[config.mk]
export PLATFORM = sky130hd
export DESIGN_NAME = rca_unit
export DESIGN_NICKNAME = d
export VERILOG_FILES = /design/src/rca_pkg.sv /design/src/rca_unit.sv /design/src/rca_grid_wb.sv /design/src/rca_grid.sv /design/src/rca_grid_control.sv /design/src/rca_config_regs.sv
export SDC_FILE = /design/constraint.sdc
export NUM_CORES = 1
export LEC_CHECK = 0
export ABC_CLOCK_PERIOD_IN_PS = 10000
export BUFFER_PORTS_ARGS = -buffer_cell sky130_fd_sc_hd__buf_2
export CAP_MARGIN = 20
export CELL_PAD_IN_SITES_DETAIL_PLACEMENT = 2
export CELL_PAD_IN_SITES_GLOBAL_PLACEMENT = 2
export CORE_MARGIN = 4
export CORE_UTILIZATION = 30
export CTS_CLUSTER_SIZE = 30
export DETAILED_ROUTE_END_ITERATION = 8
export MAX_ROUTING_LAYER = met4
export PLACE_DENSITY = 0.56
export SLEW_MARGIN = 20
export SYNTH_ARGS = -nofsm -noshare
export SYNTH_HDL_FRONTEND = slang
export SYNTH_SLANG_ARGS = --single-unit
[constraint.sdc]
create_clock -name clk -period 10 [get_ports clk]
set_clock_uncertainty 0.15 [all_clocks]
set_input_delay 1 -clock clk [delete_from_list [all_inputs] [get_ports clk]]
set_output_delay 1 -clock clk [all_outputs]
set_load 0.01 [all_outputs]
[src/rca_pkg.sv]
package rca_pkg;

    localparam int XLEN            = 32;
    localparam int NUM_RCAS        = 2;
    localparam int NUM_WRITE_PORTS = 2;

    typedef logic [XLEN-1:0] data_t;
    typedef logic [2:0]      id_t;
    typedef logic [0:0]      rca_sel_t;
    typedef logic [1:0]      io_sel_t;
    typedef logic [3:0]      unit_idx_t;  // io unit or write port
    typedef logic [1:0]      cfg_kind_t;

    // io mux choices
    localparam io_sel_t IO_SEL_RS0  = 2'd0;
    localparam io_sel_t IO_SEL_RS1  = 2'd1;
    localparam io_sel_t IO_SEL_PREV = 2'd2;  // previous unit, zero for unit 0
    localparam io_sel_t IO_SEL_ZERO = 2'd3;

    // configuration write kinds, 3 is ignored
    localparam cfg_kind_t CFG_IO_MUX     = 2'd0;
    localparam cfg_kind_t CFG_CONST      = 2'd1;
    localparam cfg_kind_t CFG_RESULT_MUX = 2'd2;

    typedef struct packed {
        id_t       id;
        rca_sel_t  rca_sel;
        logic      is_cfg;
        cfg_kind_t cfg_kind;
        unit_idx_t unit;
        data_t     rs0;      // new field value on config requests
        data_t     rs1;
    } rca_req_t;

    typedef struct packed {
        id_t      id;
        rca_sel_t rca_sel;
        logic     is_cfg;
        data_t    rs0;
        data_t    rs1;
    } rca_op_t;

    typedef struct packed {
        logic                             done;
        id_t                              id;
        data_t [NUM_WRITE_PORTS-1:0]      rd;
    } rca_wb_t;

endpackage
[src/rca_unit.sv]
`timescale 1ns/1ns

module rca_unit import rca_pkg::*; #(
    parameter int NUM_IO_UNITS = 4,
    parameter int FIFO_DEPTH   = 4
) (
    input  logic     clk,
    input  logic     arst_n,
    input  logic     new_request,
    input  rca_req_t req,
    output logic     issue_ready,
    input  logic     wb_stall,
    output rca_wb_t  rca_wb,
    output logic     config_locked
);

    logic                              cfg_wr;
    rca_op_t                           op;
    logic                              op_valid;
    logic                              grid_ready;
    logic                              grid_busy;
    logic                              wb_busy;
    io_sel_t   [NUM_IO_UNITS-1:0]      io_sels;
    data_t     [NUM_IO_UNITS-1:0]      constants;
    unit_idx_t [NUM_WRITE_PORTS-1:0]   result_sels;
    rca_op_t                           grid_op;
    data_t     [NUM_IO_UNITS-1:0]      unit_out;
    logic                              grid_valid;
    logic                              wb_ready;
    rca_sel_t                          wb_rca_sel;

    rca_config_regs #(.NUM_IO_UNITS(NUM_IO_UNITS)) config_regs_i (
        .clk,
        .arst_n,
        .cfg_wr,
        .cfg_req      (req),
        .grid_rca_sel (op.rca_sel),
        .wb_rca_sel,
        .io_sels,
        .constants,
        .result_sels
    );

    rca_grid_control #(.FIFO_DEPTH(FIFO_DEPTH)) grid_control_i (
        .clk,
        .arst_n,
        .new_request,
        .req,
        .grid_ready,
        .grid_busy,
        .wb_busy,
        .issue_ready,
        .cfg_wr,
        .op,
        .op_valid,
        .config_locked
    );

    rca_grid #(.NUM_IO_UNITS(NUM_IO_UNITS)) grid_i (
        .clk,
        .arst_n,
        .op,
        .op_valid,
        .grid_ready,
        .io_sels,
        .constants,
        .wb_ready,
        .grid_op,
        .unit_out,
        .grid_valid,
        .grid_busy
    );

    rca_grid_wb #(.NUM_IO_UNITS(NUM_IO_UNITS)) grid_wb_i (
        .clk,
        .arst_n,
        .grid_op,
        .unit_out,
        .grid_valid,
        .result_sels,
        .wb_stall,
        .wb_ready,
        .wb_rca_sel,
        .wb_busy,
        .rca_wb
    );

endmodule

[src/rca_grid_wb.sv]
`timescale 1ns/1ns

module rca_grid_wb import rca_pkg::*; #(
    parameter int NUM_IO_UNITS = 4
) (
    input  logic                              clk,
    input  logic                              arst_n,
    input  rca_op_t                           grid_op,
    input  data_t     [NUM_IO_UNITS-1:0]      unit_out,
    input  logic                              grid_valid,
    input  unit_idx_t [NUM_WRITE_PORTS-1:0]   result_sels,
    input  logic                              wb_stall,
    output logic                              wb_ready,
    output rca_sel_t                          wb_rca_sel,
    output logic                              wb_busy,
    output rca_wb_t                           rca_wb
);

    logic                         wb_valid;
    id_t                          wb_id;
    data_t [NUM_WRITE_PORTS-1:0]  wb_rd;
    data_t [NUM_WRITE_PORTS-1:0]  rd_next;
    logic                         load;

    // result muxes of the entry about to load
    assign wb_rca_sel = grid_op.rca_sel;
    assign wb_ready   = !wb_valid || !wb_stall;
    assign load       = grid_valid && wb_ready;
    assign wb_busy    = wb_valid;

    always_comb begin
        for (int p = 0; p < NUM_WRITE_PORTS; p++) begin
            rd_next[p] = '0;  // also for indexes past the last unit
            if (!grid_op.is_cfg) begin
                for (int u = 0; u < NUM_IO_UNITS; u++) begin
                    if (result_sels[p] == unit_idx_t'(u))
                        rd_next[p] = unit_out[u];
                end
            end
        end
    end

    always_ff @(posedge clk or negedge arst_n) begin
        if (!arst_n)
            wb_valid <= 1'b0;
        else if (wb_ready)
            wb_valid <= grid_valid;
    end

    always_ff @(posedge clk) begin
        if (load) begin
            wb_id <= grid_op.id;
            wb_rd <= rd_next;
        end
    end

    assign rca_wb.done = wb_valid && !wb_stall;
    assign rca_wb.id   = wb_id;
    assign rca_wb.rd   = wb_rd;

    // grid entry waits out the stall
    a_stall_holds: assert property (@(posedge clk) disable iff (!arst_n)
        grid_valid && !wb_ready |=> grid_valid && $stable(grid_op) && $stable(unit_out));

endmodule

[src/rca_grid.sv]
`timescale 1ns/1ns

module rca_grid import rca_pkg::*; #(
    parameter int NUM_IO_UNITS = 4
) (
    input  logic                         clk,
    input  logic                         arst_n,
    input  rca_op_t                      op,
    input  logic                         op_valid,
    output logic                         grid_ready,
    input  io_sel_t [NUM_IO_UNITS-1:0]   io_sels,
    input  data_t   [NUM_IO_UNITS-1:0]   constants,
    input  logic                         wb_ready,
    output rca_op_t                      grid_op,
    output data_t   [NUM_IO_UNITS-1:0]   unit_out,
    output logic                         grid_valid,
    output logic                         grid_busy
);

    data_t [NUM_IO_UNITS-1:0] chain;
    logic                     load;

    // units in order, each sees the one before it
    always_comb begin : eval_chain
        data_t prev;
        data_t unit_in;
        prev = '0;
        for (int i = 0; i < NUM_IO_UNITS; i++) begin
            case (io_sels[i])
                IO_SEL_RS0:  unit_in = op.rs0;
                IO_SEL_RS1:  unit_in = op.rs1;
                IO_SEL_PREV: unit_in = prev;
                default:     unit_in = '0;
            endcase
            chain[i] = unit_in + constants[i];
            prev     = chain[i];
        end
    end

    assign grid_ready = !grid_valid || wb_ready;
    assign load       = op_valid && grid_ready;
    assign grid_busy  = grid_valid;

    always_ff @(posedge clk or negedge arst_n) begin
        if (!arst_n)
            grid_valid <= 1'b0;
        else if (grid_ready)
            grid_valid <= op_valid;
    end

    always_ff @(posedge clk) begin
        if (load) begin
            grid_op  <= op;
            unit_out <= chain;
        end
    end

    // fifo head waits while the grid is full
    a_hold_stable: assert property (@(posedge clk) disable iff (!arst_n)
        op_valid && !grid_ready |=> op_valid && $stable(op));

endmodule

[src/rca_grid_control.sv]
`timescale 1ns/1ns

module rca_grid_control import rca_pkg::*; #(
    parameter int FIFO_DEPTH = 4
) (
    input  logic     clk,
    input  logic     arst_n,
    input  logic     new_request,
    input  rca_req_t req,
    input  logic     grid_ready,
    input  logic     grid_busy,
    input  logic     wb_busy,
    output logic     issue_ready,
    output logic     cfg_wr,
    output rca_op_t  op,
    output logic     op_valid,
    output logic     config_locked
);

    localparam int PTR_W = (FIFO_DEPTH > 1) ? $clog2(FIFO_DEPTH) : 1;
    localparam int CNT_W = $clog2(FIFO_DEPTH + 1);

    rca_op_t          fifo_mem [FIFO_DEPTH];
    rca_op_t          push_op;
    logic [PTR_W-1:0] wr_ptr;
    logic [PTR_W-1:0] rd_ptr;
    logic [CNT_W-1:0] count;
    logic             push;
    logic             pop;

    function automatic logic [PTR_W-1:0] next_ptr(input logic [PTR_W-1:0] ptr);
        return (ptr == PTR_W'(FIFO_DEPTH - 1)) ? '0 : ptr + 1'b1;
    endfunction

    assign issue_ready = count != CNT_W'(FIFO_DEPTH);
    assign push        = new_request && issue_ready;
    assign cfg_wr      = push && req.is_cfg;  // fields update on the taking edge
    assign op_valid    = count != '0;
    assign op          = fifo_mem[rd_ptr];
    assign pop         = op_valid && grid_ready;

    // anything in flight blocks reconfiguration
    assign config_locked = op_valid || grid_busy || wb_busy;

    assign push_op = '{id: req.id, rca_sel: req.rca_sel, is_cfg: req.is_cfg,
                       rs0: req.rs0, rs1: req.rs1};

    always_ff @(posedge clk or negedge arst_n) begin
        if (!arst_n) begin
            wr_ptr <= '0;
            rd_ptr <= '0;
            count  <= '0;
        end else begin
            if (push)
                wr_ptr <= next_ptr(wr_ptr);
            if (pop)
                rd_ptr <= next_ptr(rd_ptr);
            if (push && !pop)
                count <= count + 1'b1;
            else if (pop && !push)
                count <= count - 1'b1;
        end
    end

    always_ff @(posedge clk) begin
        if (push)
            fifo_mem[wr_ptr] <= push_op;
    end

    // a push never lands on the unread head
    a_no_push_full: assert property (@(posedge clk) disable iff (!arst_n)
        push |-> count == '0 || wr_ptr != rd_ptr);

    // core must hold config requests until the pipeline drains
    a_no_cfg_locked: assert property (@(posedge clk) disable iff (!arst_n)
        cfg_wr |-> !config_locked);

endmodule

[src/rca_config_regs.sv]
`timescale 1ns/1ns

module rca_config_regs import rca_pkg::*; #(
    parameter int NUM_IO_UNITS = 4
) (
    input  logic                                  clk,
    input  logic                                  arst_n,
    input  logic                                  cfg_wr,
    input  rca_req_t                              cfg_req,
    input  rca_sel_t                              grid_rca_sel,
    input  rca_sel_t                              wb_rca_sel,
    output io_sel_t   [NUM_IO_UNITS-1:0]          io_sels,
    output data_t     [NUM_IO_UNITS-1:0]          constants,
    output unit_idx_t [NUM_WRITE_PORTS-1:0]       result_sels
);

    io_sel_t   [NUM_IO_UNITS-1:0]    io_sel_q    [NUM_RCAS];
    data_t     [NUM_IO_UNITS-1:0]    const_q     [NUM_RCAS];
    unit_idx_t [NUM_WRITE_PORTS-1:0] res_sel_q   [NUM_RCAS];

    always_ff @(posedge clk or negedge arst_n) begin
        if (!arst_n) begin
            for (int r = 0; r < NUM_RCAS; r++) begin
                io_sel_q[r]  <= '0;
                const_q[r]   <= '0;
                res_sel_q[r] <= '0;  // every port reads unit 0
            end
        end else if (cfg_wr) begin
            case (cfg_req.cfg_kind)
                CFG_IO_MUX: begin
                    for (int u = 0; u < NUM_IO_UNITS; u++) begin
                        if (cfg_req.unit == unit_idx_t'(u))
                            io_sel_q[cfg_req.rca_sel][u] <= io_sel_t'(cfg_req.rs0[1:0]);
                    end
                end
                CFG_CONST: begin
                    for (int u = 0; u < NUM_IO_UNITS; u++) begin
                        if (cfg_req.unit == unit_idx_t'(u))
                            const_q[cfg_req.rca_sel][u] <= cfg_req.rs0;
                    end
                end
                CFG_RESULT_MUX: begin
                    // unit field names the write port here
                    for (int p = 0; p < NUM_WRITE_PORTS; p++) begin
                        if (cfg_req.unit == unit_idx_t'(p))
                            res_sel_q[cfg_req.rca_sel][p] <= unit_idx_t'(cfg_req.rs0[3:0]);
                    end
                end
                default: ;  // kind 3 dropped
            endcase
        end
    end

    // grid reads the set of the entry entering it
    assign io_sels     = io_sel_q[grid_rca_sel];
    assign constants   = const_q[grid_rca_sel];
    assign result_sels = res_sel_q[wb_rca_sel];

endmodule

==> flow_metrics.tcl, run 1 <==
set metrics [dict create \
    cp_max_fo 5 \
    totalWireLength_um 131400 \
    syn_nets 3138 \
    required_ns 10.27 \
    met2_usage_pct 28.71 \
    synth_cells 2924 \
    cts_tree "built" \
    synth_top_cell_area_share_pct 36.60 \
    vias 25887 \
    avgSynthCellArea_um2 13.36 \
    initial_core_util_pct 30.16 \
    drt_iter0_drc 1539 \
    slew_headroom_pct 26.43 \
    vdd_drop_max_mv 0.1754 \
    synth_edf_count 476 \
    crit_slowest_cell "mux4_4" \
    hold_buffers 0 \
    final_cell_mix "476 x edfxtp_1, 409 x mux2_2, 295 x dfrtp_1" \
    cap_violations 0 \
    num_rows 132 \
    status "finished, final reports clean" \
    mappedNetlistArea_um2 39060 \
    ios 149 \
    synth_cell_types 73 \
    critPathKind "reg -> reg" \
    hpwl_um 96010 \
    gp_congestion 0.8391 \
    place_ws_ns -0.6027 \
    synthTopCellsByArea "edfxtp_1 37%, dfrtp_1 19%, mux2_2 12%" \
    viasPerCell 5.082 \
    antenna_found_initial 22 \
    fmax_ghz 0.1043 \
    ys.flop_type "edfxtp_1" \
    clock-sinks 773 \
    drive_gt1_share_pct 33.17 \
    p_leak_nw 20.57 \
    holdWs_ns 0.1272 \
    cp-end-kind "flop" \
    numPortBuffers 148 \
    synth_seq_cells 773 \
    syn_to_final_growth_pct 20.29 \
    wl_per_cell_um 25.79 \
    clk_pin_slew_ns 0.06 \
    slowest_delay_ns 0.69 \
    synth_warnings 0 \
    die_area_um2 136000 \
    synth-seq-area-share_pct 55.63 \
    p_per_area_nw_per_um2 304.0 \
    layout_commonest_cell "edfxtp_1" \
    min_period_ns 9.585 \
    insertion_delay_ns 0.68 \
    die_h_um 368.8 \
    start_kind "flop" \
    fillers 13231 \
    nets 3474 \
    track_usage_pct 19.57 \
    drt_pass1_iterations 5 \
    async_flop_share_pct 38.42 \
    yosysTopAreaCell "edfxtp_1" \
    grt_overflow 0 \
    hold_violations 0 \
    cts-root-buf "clkbuf_16" \
    fin_crit_sh_pct 95.85 \
    slew_viol_final 0 \
    timing.final.setup_violations 0 \
    worst_pin_slew_ns 1.104 \
    grt_max_degree 94 \
    die_w_um 368.8 \
    cts_max_level 3 \
    grt_use_met3_pct 2.722 \
    critical_path_arrival_ns 9.86 \
    clock_path_buffers 3 \
    cts_buffers 92 \
    grt-busiest-layer "met1" \
    grt_pass1_vias 28585 \
    hold_path_class "in -> async" \
    grt_pass1_wl_um 194300 \
    drc_errors 0 \
    fp.coreArea_um2 129500 \
    fin_ws_ns 0.4148 \
    antenna_left 0 \
    grtUsageMet1_pct 28.82 \
]
-- metal layers --
metal / share of wire [%] / routed length [um]
met5: 0 / 0
met4: 1.7 / 2288
met3: 3.7 / 4899
met2: 43 / 56850
met1: 51 / 67330
-- power by group --
part | internal, mW | leakage (nW) | switching (mW) | total [mW]
clock | 2.01 | 1.49 | 1.37 | 3.37
sequential | 4.37 | 8.59 | 0.315 | 4.69
combinational | 2.41 | 10.5 | 3.81 | 6.22
total | 8.79 | 20.6 | 5.50 | 14.3
-- logic make-up (layout without fill, tap and decap cells) --
group	after synthesis	in the layout	share of synthesized area [%]
flops	773	773	55.63
mux	658	658	20.42
compound gates	583	583	9.582
simple gates	457	458	5.404
buf+inv	205	617	2.015
fa+ha+maj	135	135	4.421
xor+xnor	113	113	2.534
other cells	0	15	0
-- worst max-delay path: cells and delay by family, from the launching register on --
family	cells	cell delay, ns
compound gates	15	3.65
xor+xnor	2	0.19
fa+ha+maj	5	1.80
buf+inv	3	0.44
flops	1	0.41
mux	1	0.69
simple gates	11	1.98
-- synth_stat cells, drive strengths merged (4+ instances only) --
library cell  number
o2bb2ai           12
xor2              39
a211oi            16
and3              15
xnor2             74
o21a              17
and4               5
a21boi             4
nor2             137
mux2i            169
a21o              54
dfrtp            297
or3                8
ha               130
nand3             51
nor4               7
nand2b            13
o22ai              4
or2                5
a31oi             13
edfxtp           476
o31ai              8
clkbuf           125
and2               9
nand4             11
a31o               7
nor2b             11
mux4              69
o211ai             4
inv               53
fa                 5
a22o              30
o21bai            24
nand2            156
o21ai            190
mux2             420
a21oi            104
a211o              6
buf               27
a22oi             66
nor3              16
-- final timing paths --
kind,endpoint,slack (ns),start,cells past startpoint
max in group asynchronous,grid_i.grid_busy,7.64,arst_n,3
min in group clk,grid_wb_i.wb_id[0],0.27,grid_i.grid_op[66],0
max reg2reg,grid_i.unit_out[126],0.41,grid_control_i.rd_ptr[0],37
min,config_regs_i.const_q[122],0.13,arst_n,1
max,grid_i.unit_out[126],0.41,grid_control_i.rd_ptr[0],37
min reg2reg,grid_wb_i.wb_id[0],0.27,grid_i.grid_op[66],0
-- through the flow --
step           std cells  instance area (um^2)  setup TNS, ns  total power [mW]  util (%)
3_3_place_gp        4886                 43260         -1.973             10.55     33.41
5_1_grt             5087                 46960        -0.1270             15.13     36.27
6_report            5094                 46980              0             14.28     36.28
4_1_cts             5059                 46430       -0.01323             14.24     35.86
3_5_place_dp        4888                 43320         -2.403             10.75     33.46
2_1_floorplan       2924                 39060              0             7.984         -
-- state kept, by name, summed over array words and instances, names as in the netlist --
register and flops:
config_regs_i.const_q 256, config_regs_i.io_sel_q 16, config_regs_i.res_sel_q 16, grid_control_i.count 3, grid_control_i.fifo_mem 276, grid_control_i.rd_ptr 2, grid_control_i.wr_ptr 2, grid_i.grid_busy 1
grid_i.grid_op 5, grid_i.unit_out 128, grid_wb_i.rca_wb 64, grid_wb_i.wb_busy 1, grid_wb_i.wb_id 3
-- layout make-up --
cell class | instances | area (um^2) | area share, %
Antenna cell | 15 | 37.54 | 0.07990
Clock buffer | 138 | 2721 | 5.792
Clock inverter | 33 | 322.8 | 0.6871
Inverter | 53 | 203.9 | 0.4341
Multi-Input combinational cell | 1947 | 17070 | 36.33
Sequential cell | 773 | 21730 | 46.26
Tap cell | 1742 | 2180 | 4.639
Timing Repair Buffer | 393 | 2714 | 5.776
-- repair_timing --
action | 4_1_cts | 5_1_grt
pin swaps | 2 | 26
buffers inserted | 0 | 18
gates resized for setup | 14 | 83
hold endpoints to repair | 0 | 0
setup endpoints to repair | 9 | 11
cloned | 0 | 2
(Power assumes the default switching activity.)
==> run 2: changes to the inputs <==
--- a/config.mk
+++ b/config.mk
@@ -11,12 +11,13 @@
 export CELL_PAD_IN_SITES_DETAIL_PLACEMENT = 2
 export CELL_PAD_IN_SITES_GLOBAL_PLACEMENT = 2
 export CORE_MARGIN = 4
-export CORE_UTILIZATION = 30
+export CORE_UTILIZATION = 41
 export CTS_CLUSTER_SIZE = 30
 export DETAILED_ROUTE_END_ITERATION = 8
 export MAX_ROUTING_LAYER = met4
-export PLACE_DENSITY = 0.56
+export PLACE_DENSITY = 0.72
 export SLEW_MARGIN = 20
 export SYNTH_ARGS = -nofsm -noshare
 export SYNTH_HDL_FRONTEND = slang
+export SYNTH_HIERARCHICAL = 1
 export SYNTH_SLANG_ARGS = --single-unit
==> flow_metrics.tcl, run 2 <==
set metrics [dict create \
    status "complete, but fails checks" \
    violations "setup timing" \
    fmax_ghz 0.09852 \
    slew_viol_final 0 \
    timing.final.setup_violations 2 \
    pwr-share-comb_pct 45.6 \
    switching_power_mw 5.514 \
    slowest_delay_ns 0.49 \
    drt_iter0_drc 1993 \
    top_register "grid_control_i/fifo_mem" \
    cp_max_fo 36 \
    rsz0062_at_grt "true" \
    cts-root-buf "clkbuf_16" \
    track_usage_pct 25.54 \
    min_period_ns 10.15 \
    cp-end-kind "flop" \
    crit_family "compound AO/OA/AOI/OAI gates" \
    antenna_left 0 \
    die_w_um 317.6 \
    p_leak_nw 20.14 \
    drive_gt1_share_pct 39.38 \
    syn_nets 3030 \
    sw_frac_of_total_pct 37.38 \
    path_common_cell "a21oi_2" \
    hold_path_class "in -> async" \
    insertion_delay_ns 0.65 \
    crit_buf_inv 3 \
    synth_warnings 6 \
    ios 149 \
    fin_crit_sh_pct 101.5 \
    initial_core_util_pct 41.37 \
    wl_met2_um 59320 \
    final_cell_mix "476 x edfxtp_1, 401 x mux2_2, 373 x buf_4" \
    syn_to_final_growth_pct 21.76 \
    hold_violations 0 \
    dpl.cell_count 4449 \
    critPathKind "reg -> reg" \
    mappedNetlistArea_um2 39310 \
    wl_per_cell_um 27.63 \
    worst_pin_slew_ns 1.092 \
    fin_util_pct 50.37 \
    clock-sinks 773 \
    cts_tree "built" \
    num_rows 113 \
    viasPerCell 5.631 \
    wl_met1_um 61560 \
    setup_tns_ns -0.2104 \
    hold_buffers 0 \
    place_ws_ns -0.9786 \
    placed_area_um2 43720 \
    gp_congestion 0.9086 \
    slew_headroom_pct 27.19 \
    critical_path_arrival_ns 10.39 \
    antenna_found_initial 13 \
    holdWs_ns 0.2197 \
    avgSynthCellArea_um2 13.96 \
    synth_cells 2816 \
    fin_ws_ns -0.1507 \
    fp.coreArea_um2 95010 \
    reg2regPathDepth 49 \
    wl_met3_um 5892 \
    hpwl_um 92350 \
    top_regs "grid_control_i/fifo_mem x276, config_regs_i/const_q x256, grid_i/unit_out x128" \
    top_layer "met4" \
    pwr-share-seq_pct 31.8 \
    die_area_um2 100900 \
    grt_max_degree 150 \
    cts_max_level 3 \
    clk_pin_slew_ns 0.07 \
    drc_errors 0 \
    layout_commonest_cell "edfxtp_1" \
    drt_pass1_iterations 7 \
    vias 26263 \
    numPortBuffers 148 \
    grt_overflow 0 \
    p_clk_share_pct 22.5 \
    critical_path_depth 49 \
    p_per_area_nw_per_um2 308.2 \
    internal_power_mw 9.237 \
    nets 3530 \
    stdcell_area_um2 47860 \
    start_kind "flop" \
    crit_slowest_cell "dfrtp_4" \
    final_cells 4664 \
    required_ns 10.24 \
    grt_pass1_vias 29331 \
    die_h_um 317.6 \
    largest_reg_flops 276 \
    cap_violations 0 \
    power.total_mw 14.75 \
    grt_pass1_wl_um 191200 \
    clock_path_buffers 3 \
    vdd_drop_max_mv 0.1631 \
    totalWireLength_um 128900 \
    cts_buffers 89 \
]
## run 2: cell types whose count changed in the layout (fill, tap and decap cells not counted), sizes merged, moves of 14 or more
cell / delta
nand3: -36
o21ai: -47
mux2i: -14
mux4: +37
and2: +25
a22o: -29
o22a: +19
inv: -16
clkbuf: -15
o21a: +14
buf: +146
mux2: +21
a22oi: -66
nor2b: +26
## run 2: final timing paths
kind	start	to	slack (ns)
max	grid_control_i/rd_ptr[0]	grid_i/unit_out[127]	-0.15
min in group clk	grid_i/grid_op[67]	grid_wb_i/wb_id[1]	0.28
max in group asynchronous	arst_n	config_regs_i/const_q[212]	7.18
min	arst_n	grid_wb_i/wb_busy	0.22
max reg2reg	grid_control_i/rd_ptr[0]	grid_i/unit_out[127]	-0.15
min reg2reg	grid_i/grid_op[67]	grid_wb_i/wb_id[1]	0.28
## run 2: timing repair
| action | in CTS | in global routing |
|---|---|---|
| resized for setup | 80 | 98 |
| setup buffers | 14 | 21 |
| pin swaps | 40 | 67 |
| gates cloned | 0 | 1 |
| setup endpoints to repair | 11 | 15 |
## run 2: cell type report
cell class / instances / area, um^2
sequential: 773 / 21730
timing repair buffer: 539 / 3891
clock buffer: 123 / 2527
antenna: 9 / 22.52
inverter: 37 / 138.9
multi-input combinational: 1876 / 17500
fill: 8990 / 47150
tap: 1265 / 1583
clock inverter: 42 / 462.9
## run 2: routing by layer
| layer | vias up | track usage [%] |
|---|---|---|
| li1 | 11684 | - |
| met1 | 13906 | 36.17 |
| met2 | 530 | 39.48 |
| met3 | 143 | 3.911 |
| met4 | 0 | 5.103 |
| met5 | - | - |
## run 2: power groups by stage
stage	Combinational (mW)	Clock, mW	Sequential, mW
6_report	6.73	3.32	4.70
5_1_grt	7.17	3.58	4.77
4_1_cts	6.39	3.41	4.71
3_5_place_dp	6.19	0	4.77
3_3_place_gp	5.92	0	4.66
2_1_floorplan	3.35	0	4.69
==> run 3: changes to the inputs <==
--- a/config.mk
+++ b/config.mk
@@ -5,7 +5,7 @@
 export SDC_FILE = /design/constraint.sdc
 export NUM_CORES = 1
 export LEC_CHECK = 0
-export ABC_CLOCK_PERIOD_IN_PS = 10000
+export ABC_CLOCK_PERIOD_IN_PS = 8300
 export BUFFER_PORTS_ARGS = -buffer_cell sky130_fd_sc_hd__buf_2
 export CAP_MARGIN = 20
 export CELL_PAD_IN_SITES_DETAIL_PLACEMENT = 2
==> constraint.sdc (replaced) <==
create_clock -name clk -period 8.3 [get_ports clk]
set_clock_uncertainty 0.15 [all_clocks]
set_input_delay 0.83 -clock clk [delete_from_list [all_inputs] [get_ports clk]]
set_output_delay 0.83 -clock clk [all_outputs]
set_load 0.01 [all_outputs]
==> flow_metrics.tcl, run 3 (synthesis results as in run 2) <==
set metrics [dict create \
    status "complete, but fails checks" \
    violations "setup timing" \
    grt_pass1_wl_um 202100 \
    clk_pin_slew_ns 0.06 \
    largest_reg_flops 276 \
    syn_to_final_growth_pct 25.86 \
    hold_violations 0 \
    clock-sinks 773 \
    antenna_left 0 \
    cts_buffers 88 \
    hold_buffers 0 \
    crit_slowest_cell "mux4_4" \
    critPathKind "reg -> reg" \
    worst_pin_slew_ns 1.129 \
    r2r-end "grid_i/unit_out[127]" \
    initial_core_util_pct 41.37 \
    layout_commonest_cell "buf_4" \
    drive_gt1_share_pct 43.89 \
    hpwl_um 94900 \
    clock_path_buffers 3 \
    ios 149 \
    min_period_ns 10.54 \
    r2r_setup_slack_ns -2.24 \
    drt_pass1_iterations 5 \
    die_area_um2 100900 \
    p_clk_share_pct 20.7 \
    sw_frac_of_total_pct 37.94 \
    dpl.cell_count 4595 \
    fin_ws_ns -2.236 \
    num_rows 113 \
    cp-end-kind "flop" \
    cts_tree "built" \
    slew_headroom_pct 24.75 \
    totalWireLength_um 137500 \
    timing.final.setup_violations 34 \
    insertion_delay_ns 0.67 \
    reg2regPathDepth 50 \
    cp_max_fo 4 \
    slowest_delay_ns 0.66 \
    critical_path_arrival_ns 10.77 \
    final_cells 4846 \
    vias 27145 \
    p_per_area_nw_per_um2 375.0 \
    worstSetupEndpoint "grid_i/unit_out[127]" \
    numPortBuffers 148 \
    cts-root-buf "clkbuf_16" \
    place_ws_ns -2.112 \
    final_cell_mix "537 x buf_4, 476 x edfxtp_1, 401 x mux2_2" \
    wl_per_cell_um 28.38 \
    slew_viol_final 0 \
    grt_pass1_vias 30477 \
    pwr-share-comb_pct 48.9 \
    drt_iter0_drc 1778 \
    fmax_ghz 0.09491 \
    power.total_mw 18.55 \
    rr_startpoint "grid_control_i/rd_ptr[0]" \
    worstSetupStartpoint "grid_control_i/rd_ptr[0]" \
    antenna_found_initial 16 \
    switching_power_mw 7.039 \
    die_w_um 317.6 \
    fillers 8967 \
    viasPerCell 5.602 \
    required_ns 8.53 \
    pwr-share-seq_pct 30.4 \
    grt_max_degree 137 \
    grt_overflow 0 \
    cts_max_level 3 \
    track_usage_pct 27.05 \
    cap_violations 0 \
    top_register "grid_control_i/fifo_mem" \
    fin_crit_sh_pct 126.9 \
    nets 3716 \
    die_h_um 317.6 \
    internal_power_mw 11.51 \
    rsz0062_at_grt "true" \
    start_kind "flop" \
    gp_congestion 0.9250 \
    fp.coreArea_um2 95010 \
    p_leak_nw 21.07 \
    top_regs "grid_control_i/fifo_mem x276, config_regs_i/const_q x256, grid_i/unit_out x128" \
    fin_util_pct 52.07 \
    vdd_drop_max_mv 0.3645 \
    drc_errors 0 \
    hold_path_class "in -> async" \
]
-- run 3: power groups by stage --
stage / logic, mW / clock network (mW) / registers [mW]
5_1_grt: 9.63 / 4.12 / 5.73
4_1_cts: 8.56 / 3.92 / 5.66
6_report: 9.07 / 3.83 / 5.65
3_3_place_gp: 7.61 / 0 / 5.60
2_1_floorplan: 4.09 / 0 / 5.65
3_5_place_dp: 7.95 / 0 / 5.73
-- run 3: how the worst min path moves through the flow --
stage,end,slack (ns),cells past startpoint
after floorplan,grid_wb_i/wb_id[0],0.25,0
after global placement,grid_wb_i/wb_id[2],0.26,0
after detailed placement,grid_wb_i/wb_id[2],0.26,0
after CTS,config_regs_i/const_q[136],0.09,1
after global routing,grid_control_i/rd_ptr[0],0.14,1
final,grid_control_i/rd_ptr[0],0.09,1
-- run 3: layout make-up --
cell class	instances	area, um^2	share of cell area (%)
Clock buffer	119	2401	4.853
Inverter	37	138.9	0.2807
Antenna cell	6	15.01	0.03035
Tap cell	1265	1583	3.199
Timing Repair Buffer	726	5331	10.78
Multi-Input combinational cell	1876	17860	36.11
Clock inverter	44	406.6	0.8220
Sequential cell	773	21730	43.93
-- run 3: timing repair --
item,4_1_cts,5_1_grt
pin swaps,52,79
setup buffers,79,27
setup endpoints to repair,29,43
gates resized for setup,131,114
-- run 3: worst max-delay path: cells and delay by family (launching register included) --
family | cells | cell delay, ns
muxes | 5 | 1.58
xor gates and xnor gates | 4 | 0.45
buffers and inverters | 2 | 0.31
and+or+nand+nor | 10 | 1.43
DFF | 1 | 0.42
adders and majority gates | 4 | 1.24
AOI/OAI and AO/OA | 25 | 4.65
-- run 3: per-stage QoR --
stage | hold slack [ns] | TNS, ns | instance area, um^2
finish | 0.09198 | -36.03 | 49470
floorplan | 0.2503 | -8.378 | 39510
CTS | 0.08528 | -23.79 | 48820
global placement | 0.2598 | -19.55 | 44910
detailed placement | 0.2633 | -28.41 | 44910
global route | 0.1355 | -48.28 | 49460
-- run 3: metal layers --
layer / global-route usage [%] / vias to the layer above / wire (um)
li1: - / 12061 / -
met1: 38.15 / 14345 / 64960
met2: 42.93 / 589 / 64790
met3: 2.824 / 150 / 5276
met4: 5.516 / 0 / 2488
met5: - / - / 0
